## config.mk

```make
export PLATFORM = sky130hd
export DESIGN_NAME = rs_top
export DESIGN_NICKNAME = d
export VERILOG_FILES = /design/src/hdl/rs_pkg.sv /design/src/hdl/rs_if.sv /design/src/hdl/rs_dispatch.sv /design/src/hdl/rs_station.sv /design/src/hdl/rs_top.sv
export VERILOG_INCLUDE_DIRS = /design/src /design/src/hdl
export SDC_FILE = /design/constraint.sdc
export NUM_CORES = 2
export LEC_CHECK = 0
export BUFFER_PORTS_ARGS = -buffer_cell sky130_fd_sc_hd__buf_2
export CORE_MARGIN = 1.5
export CORE_UTILIZATION = 45
export CTS_BUF_LIST = sky130_fd_sc_hd__clkbuf_8 sky130_fd_sc_hd__clkbuf_16
export CTS_CLUSTER_DIAMETER = 40
export DETAILED_ROUTE_END_ITERATION = 10
export PLACE_DENSITY = 0.62
export SYNTH_ARGS = -nofsm -noshare
export SYNTH_HDL_FRONTEND = slang
export SYNTH_SLANG_ARGS = --single-unit
```

## constraint.sdc

```tcl
create_clock -name in_clk -period 6.2 [get_ports in_clk]
set_clock_uncertainty 0.2 [all_clocks]
set_input_delay 0.31 -clock in_clk [delete_from_list [all_inputs] [get_ports in_clk]]
set_output_delay 0.31 -clock in_clk [all_outputs]
set_load 0.05 [all_outputs]
```

## src/hdl/rs_consts.svh

```systemverilog
`ifndef RS_CONSTS_SVH
`define RS_CONSTS_SVH

// Datapath widths
`define GPR_SIZE      64
`define ROB_IDX_SIZE  4
`define NZCV_SIZE     4
`define FU_OP_SIZE    4

// Entries per reservation station
`define RS_DEPTH      4

// Operation codes
`define FU_OP_ADD     4'd0
`define FU_OP_SUB     4'd1
`define FU_OP_AND     4'd2
`define FU_OP_ORR     4'd3
`define FU_OP_CMP     4'd4
`define FU_OP_LDUR    4'd5
`define FU_OP_STUR    4'd6

`endif

```

## src/hdl/rs_pkg.sv

```systemverilog
`include "rs_consts.svh"

package rs_pkg;

  // Register value, also the broadcast result
  typedef logic [`GPR_SIZE-1:0] gpr_t;

  // ROB entry index naming a producer
  typedef logic [`ROB_IDX_SIZE-1:0] rob_tag_t;

  // Condition flags
  typedef logic [`NZCV_SIZE-1:0] nzcv_t;

  typedef logic [`FU_OP_SIZE-1:0] fu_op_t;

  // Loads and stores belong to the load/store unit
  function automatic logic is_mem_op(input fu_op_t op);
    return (op == `FU_OP_LDUR) || (op == `FU_OP_STUR);
  endfunction

endpackage

```

## src/hdl/rs_if.sv

```systemverilog
`timescale 1ns/1ps

// Dispatch router to one reservation station
interface rs_alloc_if;
  import rs_pkg::*;

  logic     valid;
  fu_op_t   op;
  logic     a_valid;
  gpr_t     a_value;
  rob_tag_t a_tag;
  logic     b_valid;
  gpr_t     b_value;
  rob_tag_t b_tag;
  logic     uses_nzcv;
  logic     nzcv_valid;
  nzcv_t    nzcv;
  rob_tag_t nzcv_tag;
  logic     set_nzcv;
  rob_tag_t dst_tag;
  logic     full;

  modport router (
    output valid, op, a_valid, a_value, a_tag, b_valid, b_value, b_tag,
    output uses_nzcv, nzcv_valid, nzcv, nzcv_tag, set_nzcv, dst_tag,
    input  full
  );
  modport station (
    input  valid, op, a_valid, a_value, a_tag, b_valid, b_value, b_tag,
    input  uses_nzcv, nzcv_valid, nzcv, nzcv_tag, set_nzcv, dst_tag,
    output full
  );
endinterface

// Station to functional unit, start/ready handshake
interface rs_issue_if;
  import rs_pkg::*;

  logic     fu_ready;
  logic     start;
  fu_op_t   op;
  gpr_t     val_a;
  gpr_t     val_b;
  rob_tag_t dst_tag;
  logic     set_nzcv;
  nzcv_t    nzcv;

  modport station (input fu_ready, output start, op, val_a, val_b, dst_tag, set_nzcv, nzcv);
  modport unit (output fu_ready, input start, op, val_a, val_b, dst_tag, set_nzcv, nzcv);
endinterface

// Common result broadcast
interface rs_bcast_if;
  import rs_pkg::*;

  logic     valid;
  rob_tag_t tag;
  gpr_t     value;
  logic     set_nzcv;
  nzcv_t    nzcv;

  modport source (output valid, tag, value, set_nzcv, nzcv);
  modport sink (input valid, tag, value, set_nzcv, nzcv);
endinterface

```

## src/hdl/rs_dispatch.sv

```systemverilog
`timescale 1ns/1ps

module rs_dispatch (
  input  logic             in_clk,
  input  logic             in_rst_n,
  input  logic             in_disp_valid,
  output logic             out_disp_ready,
  input  rs_pkg::fu_op_t   in_disp_op,
  input  logic             in_disp_a_valid,
  input  rs_pkg::gpr_t     in_disp_a_value,
  input  rs_pkg::rob_tag_t in_disp_a_tag,
  input  logic             in_disp_b_valid,
  input  rs_pkg::gpr_t     in_disp_b_value,
  input  rs_pkg::rob_tag_t in_disp_b_tag,
  input  logic             in_disp_uses_nzcv,
  input  logic             in_disp_nzcv_valid,
  input  rs_pkg::nzcv_t    in_disp_nzcv,
  input  rs_pkg::rob_tag_t in_disp_nzcv_tag,
  input  logic             in_disp_set_nzcv,
  input  rs_pkg::rob_tag_t in_disp_dst_tag,
  rs_bcast_if.sink         bcast,
  rs_alloc_if.router       alu_alloc,
  rs_alloc_if.router       ls_alloc
);
  import rs_pkg::*;

  logic  is_mem;
  logic  accept;
  logic  stall;
  logic  bc_a;
  logic  bc_b;
  logic  bc_f;
  logic  a_valid;
  gpr_t  a_value;
  logic  b_valid;
  gpr_t  b_value;
  logic  f_valid;
  nzcv_t f_value;
  // Results caught while the ROB holds a stalled dispatch
  logic  hold_a_valid;
  gpr_t  hold_a_value;
  logic  hold_b_valid;
  gpr_t  hold_b_value;
  logic  hold_f_valid;
  nzcv_t hold_f_value;

  assign is_mem         = is_mem_op(in_disp_op);
  assign out_disp_ready = is_mem ? ~ls_alloc.full : ~alu_alloc.full;
  assign accept         = in_disp_valid & out_disp_ready;
  assign stall          = in_disp_valid & ~out_disp_ready;

  // Same-cycle broadcast hits on operands still waiting
  assign bc_a = bcast.valid & ~in_disp_a_valid & ~hold_a_valid & (bcast.tag == in_disp_a_tag);
  assign bc_b = bcast.valid & ~in_disp_b_valid & ~hold_b_valid & (bcast.tag == in_disp_b_tag);
  assign bc_f = bcast.valid & bcast.set_nzcv & ~in_disp_nzcv_valid & ~hold_f_valid &
                (bcast.tag == in_disp_nzcv_tag);

  always_comb begin
    a_valid = in_disp_a_valid | hold_a_valid | bc_a;
    b_valid = in_disp_b_valid | hold_b_valid | bc_b;
    f_valid = in_disp_nzcv_valid | hold_f_valid | bc_f;
    a_value = in_disp_a_value;
    b_value = in_disp_b_value;
    f_value = in_disp_nzcv;
    if (hold_a_valid) begin
      a_value = hold_a_value;
    end else if (bc_a) begin
      // Memory ops carry the offset in A until the base arrives
      a_value = is_mem ? in_disp_a_value + bcast.value : bcast.value;
    end
    if (hold_b_valid) begin
      b_value = hold_b_value;
    end else if (bc_b) begin
      b_value = bcast.value;
    end
    if (hold_f_valid) begin
      f_value = hold_f_value;
    end else if (bc_f) begin
      f_value = bcast.nzcv;
    end
  end

  always_ff @(posedge in_clk or negedge in_rst_n) begin
    if (!in_rst_n) begin
      hold_a_valid <= 1'b0;
      hold_b_valid <= 1'b0;
      hold_f_valid <= 1'b0;
    end else begin
      hold_a_valid <= stall & (hold_a_valid | bc_a);
      hold_b_valid <= stall & (hold_b_valid | bc_b);
      hold_f_valid <= stall & (hold_f_valid | bc_f);
    end
  end

  always_ff @(posedge in_clk) begin
    if (bc_a) hold_a_value <= a_value;
    if (bc_b) hold_b_value <= b_value;
    if (bc_f) hold_f_value <= f_value;
  end

  // Only the target station sees valid
  assign alu_alloc.valid      = accept & ~is_mem;
  assign alu_alloc.op         = in_disp_op;
  assign alu_alloc.a_valid    = a_valid;
  assign alu_alloc.a_value    = a_value;
  assign alu_alloc.a_tag      = in_disp_a_tag;
  assign alu_alloc.b_valid    = b_valid;
  assign alu_alloc.b_value    = b_value;
  assign alu_alloc.b_tag      = in_disp_b_tag;
  assign alu_alloc.uses_nzcv  = in_disp_uses_nzcv;
  assign alu_alloc.nzcv_valid = f_valid;
  assign alu_alloc.nzcv       = f_value;
  assign alu_alloc.nzcv_tag   = in_disp_nzcv_tag;
  assign alu_alloc.set_nzcv   = in_disp_set_nzcv;
  assign alu_alloc.dst_tag    = in_disp_dst_tag;

  assign ls_alloc.valid       = accept & is_mem;
  assign ls_alloc.op          = in_disp_op;
  assign ls_alloc.a_valid     = a_valid;
  assign ls_alloc.a_value     = a_value;
  assign ls_alloc.a_tag       = in_disp_a_tag;
  assign ls_alloc.b_valid     = b_valid;
  assign ls_alloc.b_value     = b_value;
  assign ls_alloc.b_tag       = in_disp_b_tag;
  assign ls_alloc.uses_nzcv   = in_disp_uses_nzcv;
  assign ls_alloc.nzcv_valid  = f_valid;
  assign ls_alloc.nzcv        = f_value;
  assign ls_alloc.nzcv_tag    = in_disp_nzcv_tag;
  assign ls_alloc.set_nzcv    = in_disp_set_nzcv;
  assign ls_alloc.dst_tag     = in_disp_dst_tag;

endmodule

```

## src/hdl/rs_station.sv

```systemverilog
`timescale 1ns/1ps
`include "rs_consts.svh"

module rs_station #(
  parameter int DEPTH = `RS_DEPTH
) (
  input  logic        in_clk,
  input  logic        in_rst_n,
  input  logic        in_flush,
  rs_alloc_if.station alloc,
  rs_bcast_if.sink    bcast,
  rs_issue_if.station issue
);
  import rs_pkg::*;

  localparam int IDX_W = $clog2(DEPTH);

  // Entry status bits
  logic [DEPTH-1:0] ent_valid;
  logic [DEPTH-1:0] a_valid;
  logic [DEPTH-1:0] b_valid;
  logic [DEPTH-1:0] f_valid;
  logic [DEPTH-1:0] uses_f;
  logic [DEPTH-1:0] set_f;
  logic [DEPTH-1:0] rdy;

  // Entry payload
  fu_op_t   op_q  [DEPTH];
  gpr_t     a_val [DEPTH];
  rob_tag_t a_tag [DEPTH];
  gpr_t     b_val [DEPTH];
  rob_tag_t b_tag [DEPTH];
  nzcv_t    f_val [DEPTH];
  rob_tag_t f_tag [DEPTH];
  rob_tag_t dst_q [DEPTH];

  logic [IDX_W-1:0] free_idx;
  logic             free_found;
  logic [IDX_W-1:0] sel_idx;
  logic             sel_found;
  logic             alloc_we;
  logic             issue_go;

  // Ready once both operands and any needed flags are in
  always_comb begin
    for (int i = 0; i < DEPTH; i++) begin
      rdy[i] = ent_valid[i] & a_valid[i] & b_valid[i] & (~uses_f[i] | f_valid[i]);
    end
  end

  // Lowest free slot and lowest ready slot
  always_comb begin
    free_idx   = '0;
    free_found = 1'b0;
    sel_idx    = '0;
    sel_found  = 1'b0;
    for (int i = DEPTH - 1; i >= 0; i--) begin
      if (!ent_valid[i]) begin
        free_idx   = IDX_W'(i);
        free_found = 1'b1;
      end
      if (rdy[i]) begin
        sel_idx   = IDX_W'(i);
        sel_found = 1'b1;
      end
    end
  end

  assign alloc.full = ~free_found;
  assign alloc_we   = alloc.valid & free_found;
  assign issue_go   = issue.fu_ready & sel_found;

  // Occupancy, a flush also drops a same-cycle write
  always_ff @(posedge in_clk or negedge in_rst_n) begin
    if (!in_rst_n) begin
      ent_valid <= '0;
    end else if (in_flush) begin
      ent_valid <= '0;
    end else begin
      if (issue_go) begin
        ent_valid[sel_idx] <= 1'b0;
      end
      if (alloc_we) begin
        ent_valid[free_idx] <= 1'b1;
      end
    end
  end

  // Entry write and broadcast wakeup
  always_ff @(posedge in_clk) begin
    for (int i = 0; i < DEPTH; i++) begin
      if (alloc_we && free_idx == IDX_W'(i)) begin
        op_q[i]    <= alloc.op;
        a_valid[i] <= alloc.a_valid;
        a_val[i]   <= alloc.a_value;
        a_tag[i]   <= alloc.a_tag;
        b_valid[i] <= alloc.b_valid;
        b_val[i]   <= alloc.b_value;
        b_tag[i]   <= alloc.b_tag;
        uses_f[i]  <= alloc.uses_nzcv;
        f_valid[i] <= alloc.nzcv_valid;
        f_val[i]   <= alloc.nzcv;
        f_tag[i]   <= alloc.nzcv_tag;
        set_f[i]   <= alloc.set_nzcv;
        dst_q[i]   <= alloc.dst_tag;
      end else if (ent_valid[i] && bcast.valid) begin
        if (!a_valid[i] && a_tag[i] == bcast.tag) begin
          a_valid[i] <= 1'b1;
          // Base plus stored offset forms the address
          a_val[i]   <= is_mem_op(op_q[i]) ? a_val[i] + bcast.value : bcast.value;
        end
        if (!b_valid[i] && b_tag[i] == bcast.tag) begin
          b_valid[i] <= 1'b1;
          b_val[i]   <= bcast.value;
        end
        if (bcast.set_nzcv && !f_valid[i] && f_tag[i] == bcast.tag) begin
          f_valid[i] <= 1'b1;
          f_val[i]   <= bcast.nzcv;
        end
      end
    end
  end

  // Payload of the selected entry goes straight to the unit
  assign issue.start    = issue_go;
  assign issue.op       = op_q[sel_idx];
  assign issue.val_a    = a_val[sel_idx];
  assign issue.val_b    = b_val[sel_idx];
  assign issue.dst_tag  = dst_q[sel_idx];
  assign issue.set_nzcv = set_f[sel_idx];
  assign issue.nzcv     = f_val[sel_idx];

endmodule

```

## src/hdl/rs_top.sv

```systemverilog
`timescale 1ns/1ps
`include "rs_consts.svh"

module rs_top (
  input  logic             in_clk,
  input  logic             in_rst_n,
  // Dispatch from the ROB
  input  logic             in_disp_valid,
  input  rs_pkg::fu_op_t   in_disp_op,
  input  logic             in_disp_a_valid,
  input  rs_pkg::gpr_t     in_disp_a_value,
  input  rs_pkg::rob_tag_t in_disp_a_tag,
  input  logic             in_disp_b_valid,
  input  rs_pkg::gpr_t     in_disp_b_value,
  input  rs_pkg::rob_tag_t in_disp_b_tag,
  input  logic             in_disp_uses_nzcv,
  input  logic             in_disp_nzcv_valid,
  input  rs_pkg::nzcv_t    in_disp_nzcv,
  input  rs_pkg::rob_tag_t in_disp_nzcv_tag,
  input  logic             in_disp_set_nzcv,
  input  rs_pkg::rob_tag_t in_disp_dst_tag,
  output logic             out_disp_ready,
  // Result broadcast
  input  logic             in_bc_valid,
  input  rs_pkg::rob_tag_t in_bc_tag,
  input  rs_pkg::gpr_t     in_bc_value,
  input  logic             in_bc_set_nzcv,
  input  rs_pkg::nzcv_t    in_bc_nzcv,
  input  logic             in_mispred,
  // ALU
  input  logic             in_alu_ready,
  output logic             out_alu_start,
  output rs_pkg::fu_op_t   out_alu_op,
  output rs_pkg::gpr_t     out_alu_val_a,
  output rs_pkg::gpr_t     out_alu_val_b,
  output rs_pkg::rob_tag_t out_alu_dst_tag,
  output logic             out_alu_set_nzcv,
  output rs_pkg::nzcv_t    out_alu_nzcv,
  // Load/store unit
  input  logic             in_ls_ready,
  output logic             out_ls_start,
  output rs_pkg::fu_op_t   out_ls_op,
  output rs_pkg::gpr_t     out_ls_val_a,
  output rs_pkg::gpr_t     out_ls_val_b,
  output rs_pkg::rob_tag_t out_ls_dst_tag
);

  rs_alloc_if alu_alloc ();
  rs_alloc_if ls_alloc ();
  rs_issue_if alu_issue ();
  rs_issue_if ls_issue ();
  rs_bcast_if bcast ();

  assign bcast.valid    = in_bc_valid;
  assign bcast.tag      = in_bc_tag;
  assign bcast.value    = in_bc_value;
  assign bcast.set_nzcv = in_bc_set_nzcv;
  assign bcast.nzcv     = in_bc_nzcv;

  // Dispatch ports share their names with the router
  rs_dispatch i_dispatch (.*);

  rs_station #(
    .DEPTH(`RS_DEPTH)
  ) i_alu_rs (
    .in_clk  (in_clk),
    .in_rst_n(in_rst_n),
    .in_flush(in_mispred),
    .alloc   (alu_alloc),
    .bcast   (bcast),
    .issue   (alu_issue)
  );

  rs_station #(
    .DEPTH(`RS_DEPTH)
  ) i_ls_rs (
    .in_clk  (in_clk),
    .in_rst_n(in_rst_n),
    .in_flush(in_mispred),
    .alloc   (ls_alloc),
    .bcast   (bcast),
    .issue   (ls_issue)
  );

  assign alu_issue.fu_ready = in_alu_ready;
  assign out_alu_start      = alu_issue.start;
  assign out_alu_op         = alu_issue.op;
  assign out_alu_val_a      = alu_issue.val_a;
  assign out_alu_val_b      = alu_issue.val_b;
  assign out_alu_dst_tag    = alu_issue.dst_tag;
  assign out_alu_set_nzcv   = alu_issue.set_nzcv;
  assign out_alu_nzcv       = alu_issue.nzcv;

  // Flags stay inside the load/store path
  assign ls_issue.fu_ready  = in_ls_ready;
  assign out_ls_start       = ls_issue.start;
  assign out_ls_op          = ls_issue.op;
  assign out_ls_val_a       = ls_issue.val_a;
  assign out_ls_val_b       = ls_issue.val_b;
  assign out_ls_dst_tag     = ls_issue.dst_tag;

endmodule

```

Yosys cells after proc, flatten, opt, wreduce, memory -nomap -nowiden --
Memory sizes are Yosys's and may differ from the RTL's. Index checks and enable logic that the tools add are counted.
Cells by class: magnitude comparators 8, add/subtract/negate cells 9, reductions and logical operators 173, muxes and demuxes 344, equality and inequality tests 51, bitwise operators 104
Operators with widths (number):
- 64-bit 2-to-1 mux | 29
- 64-bit adder | 9
- 1-bit 2-to-1 mux | 220
- 4-bit 2-to-1 mux | 44
- 4-bit OR reduction | 30
- 4-bit == test | 27
- 2-bit 2-to-1 mux | 46
- 4-bit by 3-bit == test with 1-bit output, second input constant | 18
- 2-bit nonzero test | 32
- 1-bit logical AND | 52
- 2-bit AND reduction | 24
- 1-bit AND | 45
- 1-bit bitwise OR | 37
- 1-bit logical NOT | 24
- 1-bit inverter | 16
- 2-bit by 3-bit < comparator with 1-bit output, second input constant | 4
- 1-bit logical OR | 9
- 4-bit AND | 2
- 1-bit demux with 2-bit select | 4
- 2-bit == test, second input constant | 4
- 2-bit by 1-bit >= comparator with 1-bit output, second input constant | 4
- 4-bit inverter | 2
- 4-bit bitwise OR | 2
- 2-bit by 1-bit == test with 1-bit output, second input constant | 2
- 2 further kinds | 3
Storage, ports and cells: memories 15, flip-flop bits (word level) 179, logic and storage cells 748, output and inout port bits 280, input port bits 237, bits in writable memories 1200
Memories:
- i_alu_rs.a_val | depth 4, width 64, rd ports 5, clocked after Yosys merged registers in 0, wr ports 4, RTL line rs_station.sv:29 | gpr_t a_val [DEPTH];
- i_alu_rs.b_val | depth 4, width 64, rd ports 1, clocked after Yosys merged registers in 0, wr ports 4, RTL line rs_station.sv:31 | gpr_t b_val [DEPTH];
- i_ls_rs.a_val | depth 4, width 64, rd ports 5, clocked after Yosys merged registers in 0, wr ports 4, RTL line rs_station.sv:29
- i_ls_rs.b_val | depth 4, width 64, rd ports 1, clocked after Yosys merged registers in 0, wr ports 4, RTL line rs_station.sv:31
- i_alu_rs.a_tag | depth 4, width 4, rd ports 4, clocked after Yosys merged registers in 0, wr ports 1, RTL line rs_station.sv:30 | rob_tag_t a_tag [DEPTH];
- i_alu_rs.b_tag | depth 4, width 4, rd ports 4, clocked after Yosys merged registers in 0, wr ports 1, RTL line rs_station.sv:32 | rob_tag_t b_tag [DEPTH];
- +9 memories

Longest topological paths before layout --
depth in word-level cells 18, mapped depth 14, mapped depth without buffers 14

Modules after synthesis --
Synthesis repeated with hierarchy kept, for this count alone.
Unflattened totals: cells, all modules 11000, area, all modules 103261.5 um2
By module, submodules not included:
- rs_station (i_ls_rs) | cells an instance 4845, area each 45647.5 um2, seq. area each 18958.2 um2, instances 1
- rs_station (i_alu_rs) | cells an instance 4797, area each 45473.6 um2, seq. area each 18958.2 um2, instances 1
- rs_dispatch | cells an instance 1358, area each 12140.4 um2, seq. area each 4038.9 um2, instances 1

Worst setup path after synthesis --
Ideal clock, no wire load.
path type input -> register, start input port in_disp_op[0], end memory i_ls_rs.a_val[3][0] (netlist bit) (enable), library setup time 0.431 ns, path buffers 0, setup slack 1.071 ns, stages on the path 5, arrival time 4.498 ns, data required time 5.569 ns, cells stage by stage xor2_1 -> and3b_1 -> nand2_1 -> nor3b_1 -> nand2b_1
RTL lines:
- start, declared | RTL line rs_top.sv:9 | input rs_pkg::fu_op_t in_disp_op,
- end, declared | RTL line rs_station.sv:29

==> impl_summary.md <==
STA
The count of endpoints failing hold in the final timing report is 0. For the pin with the worst max-slew slack, the measured transition is 1340 ps. The number of pins exceeding their max-slew limit in the final report is 0. In this run the tightest slew margin relative to its limit is 10.1%. The fmax is 0.185 GHz. Setup repair after global routing left no endpoint under its margin. The worst path in the final design needs a cycle of 5400 ps, including I/O delays and setup. The setup TNS is 0 ps. Setup violations remaining at the end of the flow were counted as 0. The final clock period utilization by the worst path is 87.0%.

GRT
Global routing used 34.4% of the available tracks. The number of global-route vias before repair is 89,300. The number of antenna violations at the first check in global routing was 20.

The global-route wire length before repair is 592,000 um. The global-route congestion overflow total is 0. Entering global routing, the biggest net connects 109 pins.

Power
Summed over all cells, the static leakage comes to 46.8 nW. The worst-case IR drop observed on VDD is 0.298 mV. The total power of the final layout is 0.0309 W. The total power per unit cell area is 258 mW/mm^2.

Die
The die boundary width is 478 um. For this configuration, the core starts out at a cell density of 45.3%. The die outline area is 0.229 mm^2. In this run the count of I/O pins placed on the die edge is 517. From bottom edge to top edge, the die measures 478 um. The core region is 0.225 mm^2. The number of core rows is 174.

Setup path
The cell with the largest stage delay on the worst path is sky130_fd_sc_hd__nor4_1. The data arrival time of the critical path is 6000 ps. In this run the critical register-to-register path is captured at i_alu_rs.a_val[2][63]$_DFFE_PP_. The worst setup path is launched from a register. For the worst flop-to-flop path, the logic depth is 14. Of all nets on the critical path, the largest fanout is 4. In this run the critical register-to-register path is launched from i_alu_rs.a_val[2][2]$_DFFE_PP_. By instance count, the cell type seen most on the critical path is sky130_fd_sc_hd__o21ai_0. The family of cells with the greatest summed delay on the critical path is compound AO/OA/AOI/OAI gates. The worst setup path is of the register to register kind. The delay of the slowest cell on the worst path is 730 ps. The count of buffering cells on the critical path with inverters included is 2. Traced cell by cell, the critical path runs through ha_1, o21ai_0, o21ai_0, a221oi_1, nor4_1, o41ai_1, buf_4, o31ai_1, o21ai_0, o21ai_0, xnor2_1, or3_1, a31oi_1, dlygate4sd3_1. For flop-to-flop paths, the worst setup slack is 800 ps. The worst setup path is captured at a register.

The worst endpoint required time is 6800 ps.

Clock network
The hold buffer count at cts is 235. The H-tree generated during clock tree synthesis spans 5 levels. The clock reaches the later pin of the worst-skew pair after 950 ps.

The root buffer cell is sky130_fd_sc_hd__clkbuf_16. The CTS tree is done. The number of buffers on the longest clock path is 4. After clock tree synthesis, the repair step resized 0 gates.

The clock buffer count from CTS is 293. The clock-pin slew on the worst setup and hold paths is 50 ps. The clock net in this run drives a total of 1,379 sinks. Buffers added to address setup during post-CTS repair amount to 0.

Synth
The proportion of synthesized flip-flops having asynchronous set or reset is 0.798%. Counting every net in the synthesized netlist gives 11,500. Among all cell types in the netlist, the one instantiated most often is sky130_fd_sc_hd__nand2_1. The number of warning messages in the yosys log is 0. The post-synthesis area per instance is 9.49 um^2. After synthesis, the largest area contributor takes up 40.4% of total cell area.

In this run, synthesis inferred 1,368 flip-flops with an integrated enable. The number of synthesized register bits is 1,379. In this run, distinct cell masters in the synthesized netlist total 118.

sky130_fd_sc_hd__edfxtp_1 takes more of the synthesized area than any other cell. The sequential fraction of the synthesis area is 40.6%. Yosys attributes the largest share of cell area to sky130_fd_sc_hd__edfxtp_1 (40%), sky130_fd_sc_hd__ha_1 (7.0%), sky130_fd_sc_hd__mux2_2 (5.7%). The commonest cells after synthesis are sky130_fd_sc_hd__nand2_1 (1,447), sky130_fd_sc_hd__edfxtp_1 (1,368), sky130_fd_sc_hd__a21oi_1 (1,118). The synthesized netlist occupies a cell area of 0.102 mm^2. The cell count after synthesis is 10,700.

The flip-flop cell with the highest count after synthesis is sky130_fd_sc_hd__edfxtp_1.

Drt
After detailed routing, the number of vias per cell comes to 6.45. Summing over every cut layer, the via total after detailed routing is 93,500. Dividing the detail-routed wire length by the instance count gives 28.3 um.

The final wirelength is 410,000 um. The post-detailed-route DRC marker count is 0. The first-pass iteration count of the detailed router is 10. The count of nets left with antenna violations once routing finished came out at 0.

In this run, the number of DRC markers left after iteration 0 of detailed routing was 12,100.

Worst hold path
Counting instances, the worst hold path has a depth of 6. The path class of the tightest hold or removal check is input port to register. For hold timing, the worst endpoint is i_dispatch.hold_a_value[36]$_DFFE_PP_.

The critical hold path startpoint is in_disp_a_value[36].

Finish
Summing all multi-input logic gate instances after layout gives 0.0567 mm^2. Across the whole layout, storage elements account for 0.0414 mm^2. Cells with a size suffix above 1 make up 17.1% of the layout. The area growth from synthesis to layout is 17.7%.

The number of fill cells is 20,300. The net total in the final layout is 12,100.

Flow run
The count of max-cap constraint violations is 0.

Place
Routability-driven placement finished with a final weighted congestion of 1.00. The number of buffers added on ports is 516. The half-perimeter wire length of the detailed placement result is 299,000 um.

Outcome
The run finished with clean final reports.
cell families (layout without fill, tap and decap cells):
group / Yosys count / after routing / share of synthesized area (%)
mux: 628 / 628 / 6.81
flops: 1379 / 1379 / 40.6
xor+xnor: 578 / 578 / 4.98
buf+inv: 1020 / 1784 / 3.94
fa+ha+maj: 576 / 576 / 7.15
simple gates: 3051 / 3051 / 13.5
other cells: 0 / 16 / 0
compound gates: 3492 / 3492 / 22.9
report_power, final:
group          total, W  switching (W)  internal [W]
logic           0.00498        0.00325       0.00173
clock network    0.0154        0.00541       0.00994
registers        0.0106      0.0000795        0.0105
total            0.0309        0.00874        0.0222
stage by stage:
step / worst slack (ps) / utilization (%) / hold WS [ps] / std cells / instance area, um^2
final: 805 / 53.3 / 49.8 / 14500 / 120000
after global routing: 629 / 53.3 / 42.3 / 14500 / 120000
after CTS: 957 / 53.3 / 11.8 / 14500 / 120000
after detailed placement: 1050 / 48.0 / 61.3 / 13700 / 108000
after global placement: 1030 / 48.0 / 62.7 / 13700 / 108000
after floorplan: 1070 / - / -186 / 10700 / 102000
flip-flops by register name, indices dropped and copies added (netlist names), 16 cells and up:
register                 count
i_ls_rs.f_tag               16
i_alu_rs.b_tag              16
i_dispatch.hold_b_value     64
i_alu_rs.f_val              16
i_ls_rs.a_tag               16
i_dispatch.hold_a_value     64
i_ls_rs.b_val              256
i_alu_rs.dst_q              16
i_alu_rs.a_val             256
i_ls_rs.a_val              256
i_ls_rs.dst_q               16
i_alu_rs.f_tag              16
i_alu_rs.b_val             256
i_ls_rs.b_tag               16
i_alu_rs.a_tag              16
i_alu_rs.op_q               16
i_ls_rs.op_q                16
how the worst max path moves through the flow:
stage                                        start                              end  slack [ps]  cells past startpoint
detailed placement                  in_bc_value[0]  i_alu_rs.a_val[2][62]$_DFFE_PP_        1050                     16
finish              i_alu_rs.a_val[2][2]$_DFFE_PP_  i_alu_rs.a_val[2][63]$_DFFE_PP_         800                     14
floorplan                            in_disp_op[0]    i_ls_rs.a_val[3][0]$_DFFE_PP_        1070                      5
CTS                 i_alu_rs.a_val[2][2]$_DFFE_PP_  i_alu_rs.a_val[2][63]$_DFFE_PP_         960                     14
global route        i_alu_rs.a_val[2][2]$_DFFE_PP_  i_alu_rs.a_val[2][63]$_DFFE_PP_         630                     14
global placement                    in_bc_value[1]  i_alu_rs.a_val[1][59]$_DFFE_PP_        1030                     16
worst reg2reg max path: cells and delay by family (launching register included):
kind                     cells  cell delay, ps
buffers and inverters        2             740
adder cells (fa/ha/maj)      1             360
AND/OR/NAND/NOR              2            1030
flip-flops                   1             400
AO/OA/AOI/OAI                8            2410
XOR/XNOR                     1             110
area by class of cell:
class	count	area share, %
Clock inverter	210	1.65
Clock buffer	302	6.29
Sequential cell	1379	34.5
Multi-Input combinational cell	8325	47.4
Antenna cell	16	0.0334
Timing Repair Buffer	1047	6.27
Tap cell	2992	3.13
Inverter	225	0.706
cell usage in the layout (no fill, tap or decap), types with 278 or more instances in the layout:
cell type and instances:
sky130_fd_sc_hd__a21oi_1 1113, sky130_fd_sc_hd__clkbuf_16 300, sky130_fd_sc_hd__nand2_1 1435, sky130_fd_sc_hd__o21ai_0 435, sky130_fd_sc_hd__edfxtp_1 1368, sky130_fd_sc_hd__a21o_1 344
sky130_fd_sc_hd__buf_2 516, sky130_fd_sc_hd__xnor2_1 339, sky130_fd_sc_hd__ha_1 567, sky130_fd_sc_hd__a222oi_1 278, sky130_fd_sc_hd__a211oi_1 384, sky130_fd_sc_hd__nor2_1 633
sky130_fd_sc_hd__mux2_2 516
routing by layer:
metal | global-route usage, % | vias to the layer above | wire (um)
met3 | 6.47 | 796 | 42500
met5 | 0 | - | 52
li1 | - | 42100 | -
met2 | 52.3 | 5037 | 178000
met4 | 15.4 | 8 | 19500
met1 | 47.4 | 45500 | 170000
No activity file was read; power rests on OpenSTA's default activity.
